[src/hdl/ctrl_pkg.sv]
/*
 * controller package
 * shared widths, FSM state, fetch select, privilege and trap cause types
 */

package ctrl_pkg;

  // datapath width and fast interrupt count
  parameter int unsigned xlen  = 32;
  parameter int unsigned nfast = 15;

  // controller states
  typedef enum logic [3:0] {
    RESET,
    BOOT_SET,
    WAIT_SLEEP,
    SLEEP,
    FIRST_FETCH,
    DECODE,
    FLUSH,
    IRQ_TAKEN
  } ctrl_fsm_e;

  // fetch address select
  typedef enum logic [1:0] {
    PC_BOOT,
    PC_JUMP,
    PC_EXC,
    PC_ERET
  } pc_sel_e;

  // trap vector select for a sync exception or an interrupt
  typedef enum logic {
    EXC_PC_EXC,
    EXC_PC_IRQ
  } exc_pc_sel_e;

  typedef enum logic [1:0] {
    PRIV_LVL_U = 2'b00,
    PRIV_LVL_M = 2'b11
  } priv_lvl_e;

  // mcause codes with the top bit marking an interrupt
  typedef enum logic [5:0] {
    INSTR_ACCESS_FAULT = 6'd1,
    ILLEGAL_INSN       = 6'd2,
    BREAKPOINT         = 6'd3,
    ECALL_UMODE        = 6'd8,
    ECALL_MMODE        = 6'd11,
    IRQ_SOFTWARE_M     = 6'd35,
    IRQ_TIMER_M        = 6'd39,
    IRQ_EXTERNAL_M     = 6'd43,
    IRQ_NM             = 6'd63
  } exc_cause_e;

  // field view of a cause where fast irqs sit at 16 + id
  typedef struct packed {
    logic       irq;
    logic       fast;
    logic [3:0] id;
  } exc_cause_fields_t;

  typedef union packed {
    exc_cause_e        raw;
    exc_cause_fields_t fields;
  } exc_cause_u;

endpackage

[src/hdl/ctrl_exc_if.sv]
/*
 * exception bus from the exception detector to the controller FSM
 */

`timescale 1ns/1ps

interface ctrl_exc_if;
  import ctrl_pkg::*;

  // valid-qualified instruction events
  logic ecall;
  logic ebrk;
  logic mret;
  logic wfi;
  logic fetch_err;
  // registered requests seen by the FSM in FLUSH
  logic exc_req_q;
  logic illegal_q;
  logic special_req;
  // FSM state back to the detector
  ctrl_fsm_e state;

  modport detector (
    output ecall, ebrk, mret, wfi, fetch_err, exc_req_q, illegal_q, special_req,
    input  state
  );

  modport fsm (
    input  ecall, ebrk, mret, wfi, fetch_err, exc_req_q, illegal_q, special_req,
    output state
  );

endinterface

[src/hdl/ctrl_irq_if.sv]
/*
 * interrupt bus between the priority logic and the controller FSM
 */

`timescale 1ns/1ps

interface ctrl_irq_if;
  import ctrl_pkg::*;

  // take an interrupt now
  logic       handle_irq;
  // cause of the winning interrupt
  exc_cause_u irq_cause;
  // NMI handler running so further NMIs are masked
  logic       nmi_mode;

  modport prio (
    output handle_irq, irq_cause,
    input  nmi_mode
  );

  modport fsm (
    input  handle_irq, irq_cause,
    output nmi_mode
  );

endinterface

[src/hdl/ctrl_exc_detect.sv]
/*
 * exception detector
 * qualifies decoder flags, finds privilege violations, flops exception requests
 */

`timescale 1ns/1ps

module ctrl_exc_detect (
  input  logic                clk_i,
  input  logic                rst_ni,
  input  logic                instr_valid_i,
  input  logic                illegal_insn_i,
  input  logic                ecall_insn_i,
  input  logic                mret_insn_i,
  input  logic                wfi_insn_i,
  input  logic                ebrk_insn_i,
  input  logic                instr_fetch_err_i,
  input  ctrl_pkg::priv_lvl_e priv_mode_i,
  input  logic                csr_mstatus_tw_i,
  ctrl_exc_if.detector        exc
);
  import ctrl_pkg::*;

  logic illegal_insn;
  logic illegal_umode;
  logic illegal_d;
  logic exc_req_d;
  logic in_flush;
  logic exc_req_q;
  logic illegal_q;

  // decoder flags ignore instr valid so they are masked here
  assign exc.ecall     = ecall_insn_i & instr_valid_i;
  assign exc.ebrk      = ebrk_insn_i & instr_valid_i;
  assign exc.mret      = mret_insn_i & instr_valid_i;
  assign exc.wfi       = wfi_insn_i & instr_valid_i;
  assign exc.fetch_err = instr_fetch_err_i & instr_valid_i;
  assign illegal_insn  = illegal_insn_i & instr_valid_i;

  // mret needs M-mode and so does wfi when mstatus.TW traps it
  assign illegal_umode = (priv_mode_i != PRIV_LVL_M) &
                         (exc.mret | (csr_mstatus_tw_i & exc.wfi));

  // requests drop in FLUSH so a handled trap is not seen twice
  assign in_flush  = (exc.state == FLUSH);
  assign illegal_d = (illegal_insn | illegal_umode) & ~in_flush;
  assign exc_req_d = (exc.ecall | exc.ebrk | exc.fetch_err | illegal_d) & ~in_flush;

  // anything that has to go through FLUSH
  assign exc.special_req = exc.mret | exc.wfi | exc_req_d;

  always_ff @(posedge clk_i or negedge rst_ni) begin
    if (!rst_ni) begin
      exc_req_q <= 1'b0;
      illegal_q <= 1'b0;
    end else begin
      exc_req_q <= exc_req_d;
      illegal_q <= illegal_d;
    end
  end

  assign exc.exc_req_q = exc_req_q;
  assign exc.illegal_q = illegal_q;

endmodule

[src/hdl/ctrl_fsm.sv]
/*
 * controller state machine
 * boot, redirects, traps, interrupts, sleep and IF/ID stall/flush control
 */

`timescale 1ns/1ps

module ctrl_fsm (
  input  logic                        clk_i,
  input  logic                        rst_ni,
  input  logic                        fetch_enable_i,
  input  logic                        instr_valid_i,
  input  logic [ctrl_pkg::xlen-1:0]   instr_i,
  input  logic [ctrl_pkg::xlen-1:0]   pc_id_i,
  input  ctrl_pkg::priv_lvl_e         priv_mode_i,
  input  logic                        branch_set_i,
  input  logic                        jump_set_i,
  input  logic                        stall_id_i,
  input  logic                        irq_nm_i,
  input  logic                        csr_mip_any_i,
  ctrl_exc_if.fsm                     exc,
  ctrl_irq_if.fsm                     irq,
  output logic                        ctrl_busy_o,
  output logic                        instr_req_o,
  output logic                        pc_set_o,
  output ctrl_pkg::pc_sel_e           pc_mux_o,
  output ctrl_pkg::exc_pc_sel_e       exc_pc_mux_o,
  output ctrl_pkg::exc_cause_e        exc_cause_o,
  output logic                        csr_save_if_o,
  output logic                        csr_save_id_o,
  output logic                        csr_save_cause_o,
  output logic                        csr_restore_mret_o,
  output logic [ctrl_pkg::xlen-1:0]   csr_mtval_o,
  output logic                        id_in_ready_o,
  output logic                        instr_valid_clear_o,
  output logic                        flush_id_o
);
  import ctrl_pkg::*;

  ctrl_fsm_e state_q, state_d;
  logic      nmi_mode_q, nmi_mode_d;
  logic      halt_if;
  logic      flush_id;

  always_comb begin
    state_d            = state_q;
    nmi_mode_d         = nmi_mode_q;
    instr_req_o        = 1'b1;
    ctrl_busy_o        = 1'b1;
    pc_set_o           = 1'b0;
    pc_mux_o           = PC_BOOT;
    exc_pc_mux_o       = EXC_PC_IRQ;
    exc_cause_o        = exc_cause_e'(6'd0);
    csr_save_if_o      = 1'b0;
    csr_save_id_o      = 1'b0;
    csr_save_cause_o   = 1'b0;
    csr_restore_mret_o = 1'b0;
    csr_mtval_o        = '0;
    halt_if            = 1'b0;
    flush_id           = 1'b0;

    unique case (state_q)
      RESET: begin
        // hold boot address until fetch is enabled
        instr_req_o = 1'b0;
        pc_set_o    = 1'b1;
        if (fetch_enable_i) begin
          state_d = BOOT_SET;
        end
      end
      BOOT_SET: begin
        pc_set_o = 1'b1;
        state_d  = FIRST_FETCH;
      end
      WAIT_SLEEP: begin
        ctrl_busy_o = 1'b0;
        instr_req_o = 1'b0;
        halt_if     = 1'b1;
        flush_id    = 1'b1;
        state_d     = SLEEP;
      end
      SLEEP: begin
        instr_req_o = 1'b0;
        halt_if     = 1'b1;
        flush_id    = 1'b1;
        // wake on any pending bit even when it is not enabled
        if (irq_nm_i || csr_mip_any_i) begin
          state_d = FIRST_FETCH;
        end else begin
          ctrl_busy_o = 1'b0;
        end
      end
      FIRST_FETCH: begin
        // halt_if is still low here so ready is just not stalled
        if (!stall_id_i) begin
          state_d = DECODE;
        end
        // pipeline is empty after boot or sleep so the irq goes at once
        if (irq.handle_irq) begin
          state_d  = IRQ_TAKEN;
          halt_if  = 1'b1;
          flush_id = 1'b1;
        end
      end
      DECODE: begin
        // mux set early and only used with pc_set
        pc_mux_o = PC_JUMP;
        if (instr_valid_i) begin
          if (exc.special_req) begin
            // keep the instruction in ID for FLUSH
            state_d = FLUSH;
            halt_if = 1'b1;
          end else if (branch_set_i || jump_set_i) begin
            pc_set_o = 1'b1;
          end
          // irq waits for a multicycle instruction to finish
          if (irq.handle_irq && stall_id_i) begin
            halt_if = 1'b1;
          end
        end
        if (!stall_id_i && !exc.special_req && irq.handle_irq) begin
          state_d  = IRQ_TAKEN;
          halt_if  = 1'b1;
          flush_id = 1'b1;
        end
      end
      IRQ_TAKEN: begin
        pc_mux_o     = PC_EXC;
        exc_pc_mux_o = EXC_PC_IRQ;
        if (irq.handle_irq) begin
          pc_set_o         = 1'b1;
          csr_save_if_o    = 1'b1;
          csr_save_cause_o = 1'b1;
          exc_cause_o      = irq.irq_cause.raw;
          if (irq.irq_cause.raw == IRQ_NM) begin
            nmi_mode_d = 1'b1;
          end
        end
        state_d = DECODE;
      end
      FLUSH: begin
        halt_if  = 1'b1;
        flush_id = 1'b1;
        state_d  = DECODE;
        if (exc.exc_req_q) begin
          pc_set_o         = 1'b1;
          pc_mux_o         = PC_EXC;
          exc_pc_mux_o     = EXC_PC_EXC;
          csr_save_id_o    = 1'b1;
          csr_save_cause_o = 1'b1;
          // fetch fault first as in the privileged spec
          if (exc.fetch_err) begin
            exc_cause_o = INSTR_ACCESS_FAULT;
            csr_mtval_o = pc_id_i;
          end else if (exc.illegal_q) begin
            exc_cause_o = ILLEGAL_INSN;
            csr_mtval_o = instr_i;
          end else if (exc.ecall) begin
            exc_cause_o = (priv_mode_i == PRIV_LVL_M) ? ECALL_MMODE : ECALL_UMODE;
          end else begin
            exc_cause_o = BREAKPOINT;
          end
        end else if (exc.mret) begin
          pc_set_o           = 1'b1;
          pc_mux_o           = PC_ERET;
          csr_restore_mret_o = 1'b1;
          // leaving the handler ends NMI mode
          nmi_mode_d         = 1'b0;
        end else if (exc.wfi) begin
          state_d = WAIT_SLEEP;
        end
      end
      default: begin
        instr_req_o = 1'b0;
        state_d     = RESET;
      end
    endcase
  end

  ////////////////////////////////
  // stall and flush
  ////////////////////////////////

  assign id_in_ready_o       = ~(stall_id_i | halt_if);
  // halted instruction stays valid unless flushed
  assign instr_valid_clear_o = ~(stall_id_i | halt_if) | flush_id;
  assign flush_id_o          = flush_id;

  assign exc.state    = state_q;
  assign irq.nmi_mode = nmi_mode_q;

  always_ff @(posedge clk_i or negedge rst_ni) begin
    if (!rst_ni) begin
      state_q    <= RESET;
      nmi_mode_q <= 1'b0;
    end else begin
      state_q    <= state_d;
      nmi_mode_q <= nmi_mode_d;
    end
  end

endmodule

[src/hdl/ctrl_irq_prio.sv]
/*
 * interrupt priority logic
 * decides whether an interrupt is taken and picks its cause code
 */

`timescale 1ns/1ps

module ctrl_irq_prio (
  input  logic                      csr_mstatus_mie_i,
  input  logic                      csr_msip_i,
  input  logic                      csr_mtip_i,
  input  logic                      csr_meip_i,
  input  logic [ctrl_pkg::nfast-1:0] csr_mfip_i,
  input  logic                      irq_nm_i,
  ctrl_irq_if.prio                  irq
);
  import ctrl_pkg::*;

  logic       irq_pending;
  logic       nmi_take;
  logic       fast_any;
  logic [3:0] mfip_id;
  exc_cause_u cause_u;

  // pending summary of bits that arrive already masked by mie
  assign fast_any    = |csr_mfip_i;
  assign irq_pending = csr_msip_i | csr_mtip_i | csr_meip_i | fast_any;

  // no nested NMI while its handler runs
  assign nmi_take = irq_nm_i & ~irq.nmi_mode;

  assign irq.handle_irq = nmi_take | (irq_pending & csr_mstatus_mie_i);

  // highest numbered fast irq wins as later hits override
  always_comb begin
    mfip_id = 4'd0;
    for (int i = 0; i < nfast; i++) begin
      if (csr_mfip_i[i]) begin
        mfip_id = 4'(i);
      end
    end
  end

  ////////////////////////////////
  // cause selection
  ////////////////////////////////

  always_comb begin
    cause_u.raw = IRQ_TIMER_M;
    if (nmi_take) begin
      cause_u.raw = IRQ_NM;
    end else if (fast_any) begin
      // interrupt bit plus fast bit puts cause at 16 + id
      cause_u.fields.irq  = 1'b1;
      cause_u.fields.fast = 1'b1;
      cause_u.fields.id   = mfip_id;
    end else if (csr_meip_i) begin
      cause_u.raw = IRQ_EXTERNAL_M;
    end else if (csr_msip_i) begin
      cause_u.raw = IRQ_SOFTWARE_M;
    end
    // timer is what is left
  end

  assign irq.irq_cause = cause_u;

endmodule

[src/hdl/ctrl_top.sv]
/*
 * controller top level
 * exception detector, interrupt priority and FSM joined by two buses
 */

`timescale 1ns/1ps

module ctrl_top (
  input  logic                        clk_i,
  input  logic                        rst_ni,
  input  logic                        fetch_enable_i,
  output logic                        ctrl_busy_o,
  // decoder flags
  input  logic                        illegal_insn_i,
  input  logic                        ecall_insn_i,
  input  logic                        mret_insn_i,
  input  logic                        wfi_insn_i,
  input  logic                        ebrk_insn_i,
  // IF/ID register
  input  logic                        instr_valid_i,
  input  logic [ctrl_pkg::xlen-1:0]   instr_i,
  input  logic                        instr_fetch_err_i,
  input  logic [ctrl_pkg::xlen-1:0]   pc_id_i,
  output logic                        instr_valid_clear_o,
  output logic                        id_in_ready_o,
  // fetch control
  output logic                        instr_req_o,
  output logic                        pc_set_o,
  output ctrl_pkg::pc_sel_e           pc_mux_o,
  output ctrl_pkg::exc_pc_sel_e       exc_pc_mux_o,
  output ctrl_pkg::exc_cause_e        exc_cause_o,
  input  logic                        branch_set_i,
  input  logic                        jump_set_i,
  // interrupts
  input  logic                        csr_mstatus_mie_i,
  input  logic                        csr_msip_i,
  input  logic                        csr_mtip_i,
  input  logic                        csr_meip_i,
  input  logic [ctrl_pkg::nfast-1:0]  csr_mfip_i,
  input  logic                        irq_nm_i,
  output logic                        nmi_mode_o,
  // CSR side
  output logic                        csr_save_if_o,
  output logic                        csr_save_id_o,
  output logic                        csr_save_cause_o,
  output logic                        csr_restore_mret_o,
  output logic [ctrl_pkg::xlen-1:0]   csr_mtval_o,
  input  ctrl_pkg::priv_lvl_e         priv_mode_i,
  input  logic                        csr_mstatus_tw_i,
  // stall and flush
  input  logic                        stall_id_i,
  output logic                        flush_id_o
);

  logic csr_mip_any;

  ctrl_exc_if exc_bus ();
  ctrl_irq_if irq_bus ();

  // sleep wakeup ignores mie
  assign csr_mip_any = csr_msip_i | csr_mtip_i | csr_meip_i | (|csr_mfip_i);
  assign nmi_mode_o  = irq_bus.nmi_mode;

  ctrl_exc_detect u_exc_detect (
    .clk_i             (clk_i),
    .rst_ni            (rst_ni),
    .instr_valid_i     (instr_valid_i),
    .illegal_insn_i    (illegal_insn_i),
    .ecall_insn_i      (ecall_insn_i),
    .mret_insn_i       (mret_insn_i),
    .wfi_insn_i        (wfi_insn_i),
    .ebrk_insn_i       (ebrk_insn_i),
    .instr_fetch_err_i (instr_fetch_err_i),
    .priv_mode_i       (priv_mode_i),
    .csr_mstatus_tw_i  (csr_mstatus_tw_i),
    .exc               (exc_bus.detector)
  );

  ctrl_irq_prio u_irq_prio (
    .csr_mstatus_mie_i (csr_mstatus_mie_i),
    .csr_msip_i        (csr_msip_i),
    .csr_mtip_i        (csr_mtip_i),
    .csr_meip_i        (csr_meip_i),
    .csr_mfip_i        (csr_mfip_i),
    .irq_nm_i          (irq_nm_i),
    .irq               (irq_bus.prio)
  );

  ctrl_fsm u_fsm (
    .clk_i               (clk_i),
    .rst_ni              (rst_ni),
    .fetch_enable_i      (fetch_enable_i),
    .instr_valid_i       (instr_valid_i),
    .instr_i             (instr_i),
    .pc_id_i             (pc_id_i),
    .priv_mode_i         (priv_mode_i),
    .branch_set_i        (branch_set_i),
    .jump_set_i          (jump_set_i),
    .stall_id_i          (stall_id_i),
    .irq_nm_i            (irq_nm_i),
    .csr_mip_any_i       (csr_mip_any),
    .exc                 (exc_bus.fsm),
    .irq                 (irq_bus.fsm),
    .ctrl_busy_o         (ctrl_busy_o),
    .instr_req_o         (instr_req_o),
    .pc_set_o            (pc_set_o),
    .pc_mux_o            (pc_mux_o),
    .exc_pc_mux_o        (exc_pc_mux_o),
    .exc_cause_o         (exc_cause_o),
    .csr_save_if_o       (csr_save_if_o),
    .csr_save_id_o       (csr_save_id_o),
    .csr_save_cause_o    (csr_save_cause_o),
    .csr_restore_mret_o  (csr_restore_mret_o),
    .csr_mtval_o         (csr_mtval_o),
    .id_in_ready_o       (id_in_ready_o),
    .instr_valid_clear_o (instr_valid_clear_o),
    .flush_id_o          (flush_id_o)
  );

endmodule

[config.mk]
export PLATFORM = sky130hd
export DESIGN_NAME = ctrl_top
export DESIGN_NICKNAME = d
export VERILOG_FILES = /design/src/hdl/ctrl_pkg.sv /design/src/hdl/ctrl_exc_if.sv /design/src/hdl/ctrl_irq_if.sv /design/src/hdl/ctrl_exc_detect.sv /design/src/hdl/ctrl_fsm.sv /design/src/hdl/ctrl_irq_prio.sv /design/src/hdl/ctrl_top.sv
export SDC_FILE = /design/constraint.sdc
export NUM_CORES = 1
export LEC_CHECK = 0
export BUFFER_PORTS_ARGS = -buffer_cell sky130_fd_sc_hd__buf_2
export CORE_MARGIN = 3
export CORE_UTILIZATION = 38
export CTS_BUF_LIST = sky130_fd_sc_hd__clkbuf_2
export DETAILED_ROUTE_END_ITERATION = 6
export HOLD_SLACK_MARGIN = 0.02
export PLACE_DENSITY = 0.87
export SLEW_MARGIN = 20
export SYNTH_ARGS = -nofsm -noshare
export SYNTH_HDL_FRONTEND = slang
export SYNTH_SLANG_ARGS = --single-unit
export TNS_END_PERCENT = 30
[constraint.sdc]
create_clock -name clk_i -period 5.3 [get_ports clk_i]
set_clock_uncertainty 0.2 [all_clocks]
set_input_delay 0.53 -clock clk_i [delete_from_list [all_inputs] [get_ports clk_i]]
set_output_delay 0.53 -clock clk_i [all_outputs]
set_load 0.02 [all_outputs]
### Word-level counts from Yosys, hierarchy flattened

Index checks and enable logic that the tools add are counted.

* register bits after elaboration: 7
* latch bits: 0
* memory bits (writable): 0
* ROM bits: 0
* output and inout bits: 52
* logic and storage cells: 139
* memories: 0

* add/sub/neg operators: 0
* multipliers: 0
* div/mod/pow operators: 0
* magnitude comparators: 0
* equality and inequality tests: 19
* shift operators: 0
* mux-type cells: 73
* bitwise logic cells: 28
* reductions and logical operators: 15

Operator list (count)
* 32-bit 2-to-1 mux: 4
* 4-bit 2-to-1 mux: 16
* 6-bit 2-to-1 mux: 8
* 4-bit one-hot mux with 8 select lines: 1
* 1-bit 2-to-1 mux: 25
* 3-bit 2-to-1 mux: 6
* 4-bit by 3-bit == test with 1-bit output, second input constant: 4
* 15-bit OR reduction: 1
* 1-bit OR: 13
* 1-bit bitwise AND: 12
* 6-bit one-hot mux with 2 select lines: 1
* 2-bit 2-to-1 mux: 5
* 5-bit AND reduction: 2
* 4-bit by 2-bit == test with 1-bit output, second input constant: 2
* 2-bit by 1-bit inequality test with 1-bit output, second input constant: 4
* 6-bit == test, second input constant: 1
* 2-bit inequality test, second input constant: 3
* 3-bit by 2-bit inequality test with 1-bit output, second input constant: 2
* 1-bit one-hot mux with 2 select lines: 3
* 1-bit one-hot mux with 3 select lines: 2
* 2-bit one-hot mux with 3 select lines: 1
* 5-bit OR reduction: 1
* 4-bit by 1-bit == test with 1-bit output, second input constant: 1
* 4-bit zero test: 1
* 10 further kinds: 16

### Logic depth before layout (Yosys ltp)

Gate-level depths: netlist (run 1).

* depth in word-level cells: 20
* gate-level depth with buffers: 8

### Hierarchy

From an unflattened synthesis (run 1), not the netlist that was laid out.

* cells, all modules: 210
* area, all modules: 1385.1 um^2

By module, submodules not included
* ctrl_fsm: instances 1, cells each 149, area each 965.9 um^2
* ctrl_irq_prio: instances 1, cells each 37, area each 226.5 um^2
* ctrl_exc_detect: instances 1, cells each 18, area each 153.9 um^2
* ctrl_top: instances 1, cells each 6, area each 38.8 um^2

### Worst setup path after synthesis (run 1)

No wires, ideal clock.

* path type: input -> output
* start point: in ecall_insn_i
* end point: out flush_id_o
* data arrival time: 2.047 ns
* data required time: 4.570 ns
* slack: 2.523 ns
* stages: 4
* cell sequence: or4_4 -> o31ai_2 -> nand2_1 -> o31ai_1

* word-level cells in the longest chain between the ends: 11

RTL lines
* start, declared: RTL line ctrl_top.sv:15 `input logic ecall_insn_i,`
* 1-bit bitwise AND: RTL line ctrl_exc_detect.sv:33 `assign exc.ecall = ecall_insn_i & instr_valid_i;`
* 1-bit OR (3 in series): RTL line ctrl_exc_detect.sv:47 `assign exc_req_d = (exc.ecall | exc.ebrk | exc.fetch_err | illegal_d) & ~in_flush;`
* 1-bit bitwise AND: RTL line ctrl_exc_detect.sv:47
* 1-bit OR: RTL line ctrl_exc_detect.sv:50 `assign exc.special_req = exc.mret | exc.wfi | exc_req_d;`
* 1-bit zero test: RTL line ctrl_fsm.sv:121 `if (!stall_id_i && !exc.special_req && irq.handle_irq) begin`
* 1-bit logical AND (2 in series): RTL line ctrl_fsm.sv:121
* 1-bit 2-to-1 mux: RTL line ctrl_fsm.sv:121
* 1-bit one-hot mux with 3 select lines: RTL line ctrl_fsm.sv:62 `unique case (state_q)`
* end, declared: RTL line ctrl_top.sv:52 `output logic flush_id_o`

Every way passes these cells.

### Worst setup path after layout (run 1)

* start point: in csr_mfip_i[9] (netlist bit)
* end point: out exc_cause_o[0]

* word-level cells in the longest chain between the ends: 10

RTL lines
* start, declared: RTL line ctrl_top.sv:39 `input logic [ctrl_pkg::nfast-1:0] csr_mfip_i,`
* 4-bit 2-to-1 mux (6 in series): RTL line ctrl_irq_prio.sv:38 `if (csr_mfip_i[i]) begin`
* 6-bit 2-to-1 mux: RTL line ctrl_irq_prio.sv:52 `end else if (fast_any) begin`
* 6-bit 2-to-1 mux: RTL line ctrl_irq_prio.sv:50 `if (nmi_take) begin`
* 6-bit 2-to-1 mux (*): RTL line ctrl_fsm.sv:130 `if (irq.handle_irq) begin`
* 6-bit one-hot mux with 2 select lines (*): RTL line ctrl_fsm.sv:62
* end, declared: RTL line ctrl_top.sv:31 `output ctrl_pkg::exc_cause_e exc_cause_o,`

Every way passes the cells marked *; elsewhere a longest branch is shown, timed or not.

==> run_results.csv, run 1 <==
group,metric,value,unit
run_status,status,"finished clean",
setup_path,crit_type,"primary input to primary output",
flow_run,drv_cap,0,
setup_path,path_depth,8,
setup_path,end_kind,"primary output",
clocking,cts_htree_levels,1,
final_layout,seqCellArea,150,um2
place,portBuffers,151,
place,place_hpwl,4.54,mm
route,vias_per_cell,5.40,
setup_path,cpLargestDelayFamily,"simple AND/OR/NAND/NOR gates",
yosys,synth_seq_cells,6,
place,gp_routability_congestion,0.992,
setup_path,cp_slowest_stage_delay,0.39,ns
clocking,numCtsBuffers,3,
global_routing,grt_max_degree,38,
final_layout,fin_nets,476,
yosys,syn_nets,340,
clocking,cts_root_buf,"clkbuf_2",
timing,period_share,59.0,%
clocking,cts.sinks,6,
global_routing,antenna_found_initial,0,
setup_path,r2r_end,"u_fsm.exc.state[1]",
setup_path,cp_common_cell,"buf_2",
setup_path,r2r-start,"u_fsm.exc.state[0]",
route,avgRoutedWirePerCell,13.5,um
pwr,peakVddDrop,0.250,mV
global_routing,grt_pass1_wl,8.74,mm
yosys,syn-mean-instance-area,5.60,um2
yosys,ys_warn_count,0,
yosys,synth_area_leader_cell,"a21oi_1",
yosys,synth_area,0.00134,mm2
global_routing,track_usage,25.0,%
final_layout,fin_cells,418,
final_layout,n_antenna_cell,0,
global_routing,grt_pass1_vias,1997,
yosys,synth-edff-count,0,
floorplan,start_util,42.0,%
floorplan,core,0.00320,mm2
clocking,cts_max_path_buffers,2,
timing,setup_ws,2.18,ns
min_path,min_to,"u_fsm.irq.nmi_mode",
clocking,clock_latency,0.21,ns
yosys,netlist_instances,240,
timing,rsz0062_at_grt,"no",
route,post-route-drc-count,0,
pwr,leakagePower,1.12,nW
place,place_ws,2.23,ns
floorplan,die-width,65.5,um
setup_path,critPathMaxFanout,9,
timing,max_freq,0.320,GHz
setup_path,critical_path.cell_chain,"buf_2 > nor4_2 > and4_1 > nand2_2 > a21o_1 > nand2b_1 > o22ai_1 > buf_2",
route,vias,2256,
timing,hold_viol,0,
yosys,synthFlopType,"dfrtp_1",
route,initialDrtViolationCount,196,
timing,post-route-min-period,3.12,ns
timing,setup_violations,0,
clocking,cts-resized-gates,0,
setup_path,worstRegToRegCells,6,
final_layout,multi_input_area,0.00107,mm2
min_path,hp-start,"u_fsm.irq.nmi_mode",
yosys,yosysUniqueCellTypes,38,
yosys,netlist.area_leader.share,15.6,%
setup_path,worstPathArrival,2.39,ns
floorplan,num_rows,20,
yosys,yosysSeqAreaShare,11.2,%
route,detail-route-antenna-nets,0,
place,dpl.cell_count,414,
place,placed_area,0.00207,mm2
yosys,synth_area_leaders,"a21oi_1, nand3_1, nand2_1, dfrtp_1, clkbuf_1",
setup_path,rrSetupSlack,3.28,ns
min_path,holdPathStages,2,
route,detail_route.first_pass.iterations,5,
timing,drv_slew,0,
setup_path,worst-endpoint-required,4.57,ns
clocking,cts_tree,"built",
setup_path,cp-start-kind,"primary input",
timing,relSlewSlack,31.8,%
floorplan,die_area,0.00429,mm2
clocking,path_clk_slew,0.05,ns
final_layout,fillers,325,
pwr,p_per_area,281,mW/mm2
floorplan,die_h,65.5,um
final_layout,syn2layout_area_growth,55.9,%
setup_path,critPathBufInv,2,
floorplan,ios,152,
final_layout,final_area,0.00209,mm2
timing,worst_slew_pin_slew,1.02,ns
setup_path,slowest_stage,"and4_1",
route,drt_wl_total,5.66,mm
timing,setup-tns-final,0,ns
final_layout,drive_above_1_share,43.3,%
yosys,async_reset_ff_share,100,%
min_path,hp-class,"flop to flop",
global_routing,gr-total-overflow,0,
layout make-up:
cell class / count / area share (%)
Inverter: 9 / 1.61
Sequential cell: 6 / 7.17
Timing Repair Buffer: 152 / 36.6
Tap cell: 44 / 2.63
Clock buffer: 3 / 0.717
Multi-Input combinational cell: 204 / 51.3
sequential cells by signal, summed over array words and instances, names as in the netlist:
register,cells
u_exc_detect.exc.exc_req_q,1
u_exc_detect.exc.illegal_q,1
u_fsm.exc.state,3
u_fsm.irq.nmi_mode,1
layout by cell type (no fill, tap or decap), types with 2 or more instances in the layout:
cell / synthesis / routed
nor4_1: 2 / 2
a2111oi_0: 2 / 2
nand2b_1: 3 / 3
a21oi_1: 42 / 42
nor2_1: 13 / 13
o21ai_0: 11 / 11
nor3_1: 8 / 8
a21o_1: 3 / 3
o22ai_1: 2 / 2
nand3b_1: 2 / 2
nand3_1: 40 / 40
a31oi_1: 4 / 4
o21bai_1: 2 / 2
dfrtp_1: 6 / 6
o41ai_1: 2 / 2
nand2_2: 1 / 2
buf_2: 2 / 151
clkbuf_2: 0 / 3
nand2_1: 45 / 44
inv_1: 9 / 9
o31ai_1: 4 / 4
nor2b_1: 3 / 3
logic make-up after synthesis:
kind of cell           share of synthesized area, %
AND/OR/NAND/NOR                                44.9
flip-flops                                     11.2
buffers and inverters                          9.12
AO/OA/AOI/OAI                                  34.8
synth_stat cells (all sizes together) (2+ instances only):
library cell / count
nand3: 40
a31oi: 4
or4: 2
inv: 9
nor4: 3
nor3: 8
nand2b: 3
clkbuf: 17
o22ai: 2
o21bai: 2
a21o: 3
nand2: 46
o41ai: 2
a2111oi: 2
o31ai: 5
dfrtp: 6
nand3b: 2
buf: 4
nor2: 13
a21oi: 43
o21ai: 12
nor2b: 3
repair_timing:
| item | in CTS | in global routing |
|---|---|---|
| endpoints found under the hold margin | 6 | 0 |
| hold buffers | 1 | 0 |
| buffers inserted | 0 | 0 |
worst min-delay path: stages, from the launching register on:
cell and delay, ns:
dfrtp_1 0.40, nand2_1 0.06, o21ai_0 0.07
routing by layer:
metal  GRT usage [%]  wire length, um
met5               0                0
met1            30.8             2270
met4            5.44               29
met3            3.76              458
met2            45.3             2900
how the worst max path moves through the flow:
stage                     end     startpoint  slack, ns
2_1_floorplan      flush_id_o   ecall_insn_i       2.52
4_1_cts        exc_cause_o[0]  csr_mfip_i[9]       2.22
5_1_grt        exc_cause_o[0]  csr_mfip_i[9]       2.01
3_3_place_gp   exc_cause_o[0]  csr_mfip_i[9]       2.24
3_5_place_dp   exc_cause_o[0]  csr_mfip_i[9]       2.23
6_report       exc_cause_o[0]  csr_mfip_i[9]       2.18
metrics by stage:
stage	power (mW)	utilization, %	hold slack (ns)
6_report	0.589	65.4	0.374
3_5_place_dp	0.556	64.6	0.159
3_3_place_gp	0.550	64.5	0.154
5_1_grt	0.645	65.4	0.397
4_1_cts	0.590	65.4	0.362
2_1_floorplan	0.402	-	0.0344
report_power, final:
| part | total (mW) | internal, mW | switching, mW |
|---|---|---|---|
| clock | 0.0304 | 0.0153 | 0.0150 |
| combinational | 0.443 | 0.156 | 0.286 |
| sequential | 0.116 | 0.0620 | 0.0542 |
(Power assumes the default switching activity.)
==> inputs of run 2 (changes only) <==
--- a/config.mk
+++ b/config.mk
@@ -7,11 +7,11 @@
 export LEC_CHECK = 0
 export BUFFER_PORTS_ARGS = -buffer_cell sky130_fd_sc_hd__buf_2
 export CORE_MARGIN = 3
-export CORE_UTILIZATION = 38
+export CORE_UTILIZATION = 32
 export CTS_BUF_LIST = sky130_fd_sc_hd__clkbuf_2
 export DETAILED_ROUTE_END_ITERATION = 6
 export HOLD_SLACK_MARGIN = 0.02
-export PLACE_DENSITY = 0.87
+export PLACE_DENSITY = 0.78
 export SLEW_MARGIN = 20
 export SYNTH_ARGS = -nofsm -noshare
 export SYNTH_HDL_FRONTEND = slang
==> constraint.sdc (replaced) <==
create_clock -name clk_i -period 2.85 [get_ports clk_i]
set_clock_uncertainty 0.2 [all_clocks]
set_input_delay 0.285 -clock clk_i [delete_from_list [all_inputs] [get_ports clk_i]]
set_output_delay 0.285 -clock clk_i [all_outputs]
set_load 0.02 [all_outputs]
==> run_results.csv, run 2 (same netlist as run 1, synthesis figures left out) <==
group,metric,value,unit
flow_run,drv_cap,0,
timing,setup-tns-final,0,ns
final_layout,fin_cells,427,
global_routing,grt_pass1_wl,9.09,mm
setup_path,crit_type,"primary input to primary output",
pwr,p_switching,657,uW
setup_path,cp-start-kind,"primary input",
min_path,hp-class,"primary input to flop",
global_routing,grt_pass1_vias,2075,
route,drt_wl_total,5.65,mm
clocking,cts_max_path_buffers,2,
setup_path,worstRegToRegCells,5,
place,portBuffers,151,
pwr,p_seq_share,16.8,%
min_path,holdPathStages,3,
timing,worst_slew_pin_slew,0.588,ns
global_routing,antenna_found_initial,0,
final_layout,final_common_cell,"buf_2",
pwr,p_int,445,uW
final_layout,largest_reg_flops,3,
timing,period_share,88.5,%
place,place_hpwl,4.55,mm
timing,hold_viol,0,
place,gp_routability_congestion,0.951,
clocking,path_clk_slew,0.05,ns
setup_path,critPathMaxFanout,9,
final_layout,layout_common_cells,"buf_2, nand2_1, a21oi_1",
floorplan,die_h,70.8,um
clocking,clock_latency,0.21,ns
pwr,p_per_area,514,mW/mm2
setup_path,r2r-start,"u_fsm.irq.nmi_mode",
timing,relSlewSlack,60.7,%
clocking,cts_root_buf,"clkbuf_2",
floorplan,start_util,34.9,%
timing,post-route-min-period,2.52,ns
global_routing,track_usage,21.1,%
run_status,status,"finished clean",
route,detail_route.first_pass.iterations,4,
setup_path,critPathLaunch,"csr_mfip_i[9]",
final_layout,drive_above_1_share,43.5,%
place,dpl.cell_count,423,
min_path,hp-start,"illegal_insn_i",
route,initialDrtViolationCount,184,
final_layout,n_antenna_cell,0,
final_layout,fin_nets,481,
timing,rsz0062_at_grt,"no",
clocking,cts_tree,"built",
route,detail-route-antenna-nets,0,
pwr,power_frac_clock,5.0,%
clocking,numCtsBuffers,3,
pwr,pwr-share-comb,78.2,%
route,vias,2310,
route,vias_per_cell,5.41,
floorplan,core,0.00385,mm2
pwr,leakagePower,1.15,nW
global_routing,gr-total-overflow,0,
setup_path,worstPathArrival,2.04,ns
route,post-route-drc-count,0,
pwr,peakVddDrop,0.335,mV
pwr,swShare,59.6,%
final_layout,syn2layout_area_growth,59.7,%
global_routing,grt_max_degree,38,
timing,drv_slew,0,
route,avgRoutedWirePerCell,13.2,um
floorplan,die_area,0.00501,mm2
floorplan,die-width,70.8,um
clocking,cts_setup_buffers,0,
floorplan,ios,152,
clocking,cts_htree_levels,1,
floorplan,num_rows,22,
timing,setup_violations,0,
setup_path,end_kind,"primary output",
setup_path,worst-endpoint-required,2.37,ns
clocking,cts.sinks,6,
timing,max_freq,0.396,GHz
[run 2: cell types whose count changed in the layout (fill, tap and decap cells not counted), sizes merged]
cell	previous run	this run
buf	151	156
[run 2: layout make-up]
type | instances | area, um2
repair buffers | 157 | 816
fillers | 383 | 1710
flip-flops and latches | 6 | 150
clock buffers | 3 | 15.0
inverters | 9 | 33.8
multi-input cells | 204 | 1070
well taps | 48 | 60.1
[run 2: metal layers]
metal	vias up	track usage [%]	part of all wire, %
met3	4	2.27	9.6
li1	1142	-	-
met2	133	39.0	52
met5	-	0	0
met1	1031	26.3	38
met4	0	4.18	0.50
[run 2: metrics by stage]
| stage | power (mW) | hold slack, ns | worst slack (ns) | util [%] | instance area [um2] |
|---|---|---|---|---|---|
| global route | 1.20 | 0.141 | 0.224 | 55.7 | 2150 |
| finish | 1.10 | 0.157 | 0.327 | 55.7 | 2150 |
| floorplan | 0.747 | -0.211 | 0.563 | - | 1340 |
| detailed placement | 1.04 | -0.0903 | 0.362 | 55.0 | 2120 |
| CTS | 1.10 | 0.142 | 0.355 | 55.7 | 2150 |
| global placement | 1.04 | -0.0911 | 0.440 | 55.0 | 2120 |
[run 2: worst paths after layout]
check / to / slack [ns]
setup / recovery: exc_cause_o[0] / 0.33
hold / removal: u_exc_detect.exc.illegal_q / 0.16
setup reg to reg: u_fsm.exc.state[1] / 0.77
hold reg to reg: u_fsm.irq.nmi_mode / 0.38
max in group asynchronous: u_fsm.exc.state[0] / 2.11
min in group asynchronous: u_fsm.irq.nmi_mode / 0.21
[run 2: worst max-delay path: stages]
cell and delay [ns]:
buf_2 0.12, nor4_2 0.39, and4_1 0.29, nand2_2 0.10, a21o_1 0.23, nand2b_1 0.29
o22ai_1 0.16, buf_2 0.18
[run 2: repair_timing]
item                                    CTS  global route
endpoints found under the hold margin     6             0
endpoints found under the setup margin    0             0
gates resized for setup                   0             0
hold buffers                              1             0
[run 2: power groups by stage]
stage | sequential [mW] | combinational, mW | clock [mW]
floorplan | 0.149 | 0.597 | 0
global placement | 0.183 | 0.859 | 0
detailed placement | 0.184 | 0.858 | 0
CTS | 0.183 | 0.862 | 0.0586
global route | 0.195 | 0.945 | 0.0642
finish | 0.185 | 0.863 | 0.0552
==> inputs of run 3 (changes only) <==
--- a/config.mk
+++ b/config.mk
@@ -12,6 +12,7 @@
 export DETAILED_ROUTE_END_ITERATION = 6
 export HOLD_SLACK_MARGIN = 0.02
 export PLACE_DENSITY = 0.78
+export REMOVE_ABC_BUFFERS = 1
 export SLEW_MARGIN = 20
 export SYNTH_ARGS = -nofsm -noshare
 export SYNTH_HDL_FRONTEND = slang
==> run_results.csv, run 3 (same netlist as run 1, synthesis figures left out) <==
group,metric,value,unit
route,detail_route.first_pass.iterations,4,
global_routing,grt_pass1_vias,2023,
timing,rsz0062_at_grt,"no",
floorplan,start_util,34.9,%
clocking,cts-resized-gates,0,
final_layout,drive_above_1_share,43.7,%
route,vias,2308,
global_routing,gr-total-overflow,0,
setup_path,end_kind,"primary output",
setup_path,cp-start-kind,"primary input",
final_layout,n_antenna_cell,0,
clocking,cts_max_path_buffers,2,
global_routing,track_usage,21.1,%
route,detail-route-antenna-nets,0,
timing,max_freq,0.409,GHz
global_routing,antenna_found_initial,0,
floorplan,die-width,70.8,um
setup_path,worst-endpoint-required,2.37,ns
setup_path,crit_type,"primary input to primary output",
floorplan,die_area,0.00501,mm2
route,drt_wl_total,5.74,mm
clocking,cts.sinks,6,
route,vias_per_cell,5.39,
timing,post-route-min-period,2.44,ns
final_layout,final_common_cell,"buf_2",
clocking,cts_root_buf,"clkbuf_2",
clocking,path_clk_slew,0.05,ns
pwr,p_per_area,513,mW/mm2
place,gp_routability_congestion,1.03,
place,place_hpwl,4.67,mm
timing,relSlewSlack,62.3,%
route,post-route-drc-count,0,
route,avgRoutedWirePerCell,13.4,um
global_routing,grt_pass1_wl,8.91,mm
setup_path,critPathMaxFanout,9,
flow_run,drv_cap,0,
clocking,numCtsBuffers,3,
clocking,cts_htree_levels,1,
run_status,status,"finished clean",
floorplan,die_h,70.8,um
timing,period_share,85.7,%
final_layout,largest_reg_flops,3,
pwr,leakagePower,1.15,nW
global_routing,grt_max_degree,34,
floorplan,core,0.00385,mm2
timing,worst_slew_pin_slew,0.565,ns
final_layout,syn2layout_area_growth,59.3,%
place,placed_area,0.00212,mm2
timing,setup_violations,0,
floorplan,ios,152,
final_layout,fin_cells,428,
place,dpl.cell_count,424,
clocking,clock_latency,0.21,ns
setup_path,worstPathArrival,1.96,ns
timing,setup-tns-final,0,ns
final_layout,layout_common_cells,"buf_2, nand2_1, a21oi_1",
floorplan,num_rows,22,
pwr,peakVddDrop,0.233,mV
final_layout,final_area,0.00214,mm2
route,initialDrtViolationCount,211,
place,portBuffers,151,
min_path,hp-class,"primary input to flop",
timing,drv_slew,0,
clocking,cts_tree,"built",
final_layout,fin_nets,482,
timing,hold_viol,0,
[run 3: path summary, 6_finish.rpt]
path / from / end / slack [ns] / depth (start not counted)
hold reg to reg: u_fsm.irq.nmi_mode / u_fsm.irq.nmi_mode / 0.39 / 2
min in group asynchronous: rst_ni / u_fsm.irq.nmi_mode / 0.22 / 2
max in group asynchronous: rst_ni / u_fsm.exc.state[1] / 2.09 / 2
setup reg to reg: u_fsm.irq.nmi_mode / u_fsm.exc.state[1] / 0.81 / 5
hold / removal: illegal_insn_i / u_exc_detect.exc.illegal_q / 0.16 / 3
setup / recovery: csr_mfip_i[5] / exc_cause_o[0] / 0.41 / 8
[run 3: power by group]
part           switching [mW]  internal (mW)  leakage, nW  total, mW
clock network          0.0258         0.0284       0.0125     0.0543
logic                   0.542          0.304         1.07      0.846
registers              0.0817          0.116       0.0672      0.198
total                   0.650          0.448         1.15       1.10
[run 3: layer usage]
metal / track usage, % / routed length (um)
met1: 25.9 / 2180
met5: 0 / 0
met4: 8.77 / 163
met2: 36.1 / 2810
met3: 3.69 / 585
[run 3: layout make-up]
class | count | area [um2]
fill | 400 | 1710
multi-input combinational | 204 | 1070
timing repair buffer | 158 | 811
sequential | 6 | 150
tap | 48 | 60.1
inverter | 9 | 33.8
clock buffer | 3 | 15.0
[run 3: worst max-delay path: stages]
cell and delay, ns:
buf_2 0.11, nor4_1 0.36, and4_1 0.30, nand2_2 0.11
a21o_1 0.22, nand2b_1 0.24, o22ai_1 0.15, buf_2 0.18
[run 3: stage by stage]
| stage | hold slack (ns) | worst slack [ns] | utilization [%] | power [mW] |
|---|---|---|---|---|
| after floorplan | -0.211 | 0.280 | - | 0.709 |
| after detailed placement | -0.0864 | 0.434 | 54.9 | 1.04 |
| after global routing | 0.128 | 0.197 | 55.6 | 1.20 |
| after global placement | -0.0911 | 0.498 | 54.9 | 1.03 |
| after CTS | 0.141 | 0.423 | 55.6 | 1.10 |
| final | 0.158 | 0.407 | 55.6 | 1.10 |
[run 3: repair_timing]
action                                  in CTS  in global routing
hold buffers                                 1                  0
endpoints found under the hold margin        6                  0
endpoints found under the setup margin       0                  0
setup buffers                                0                  0
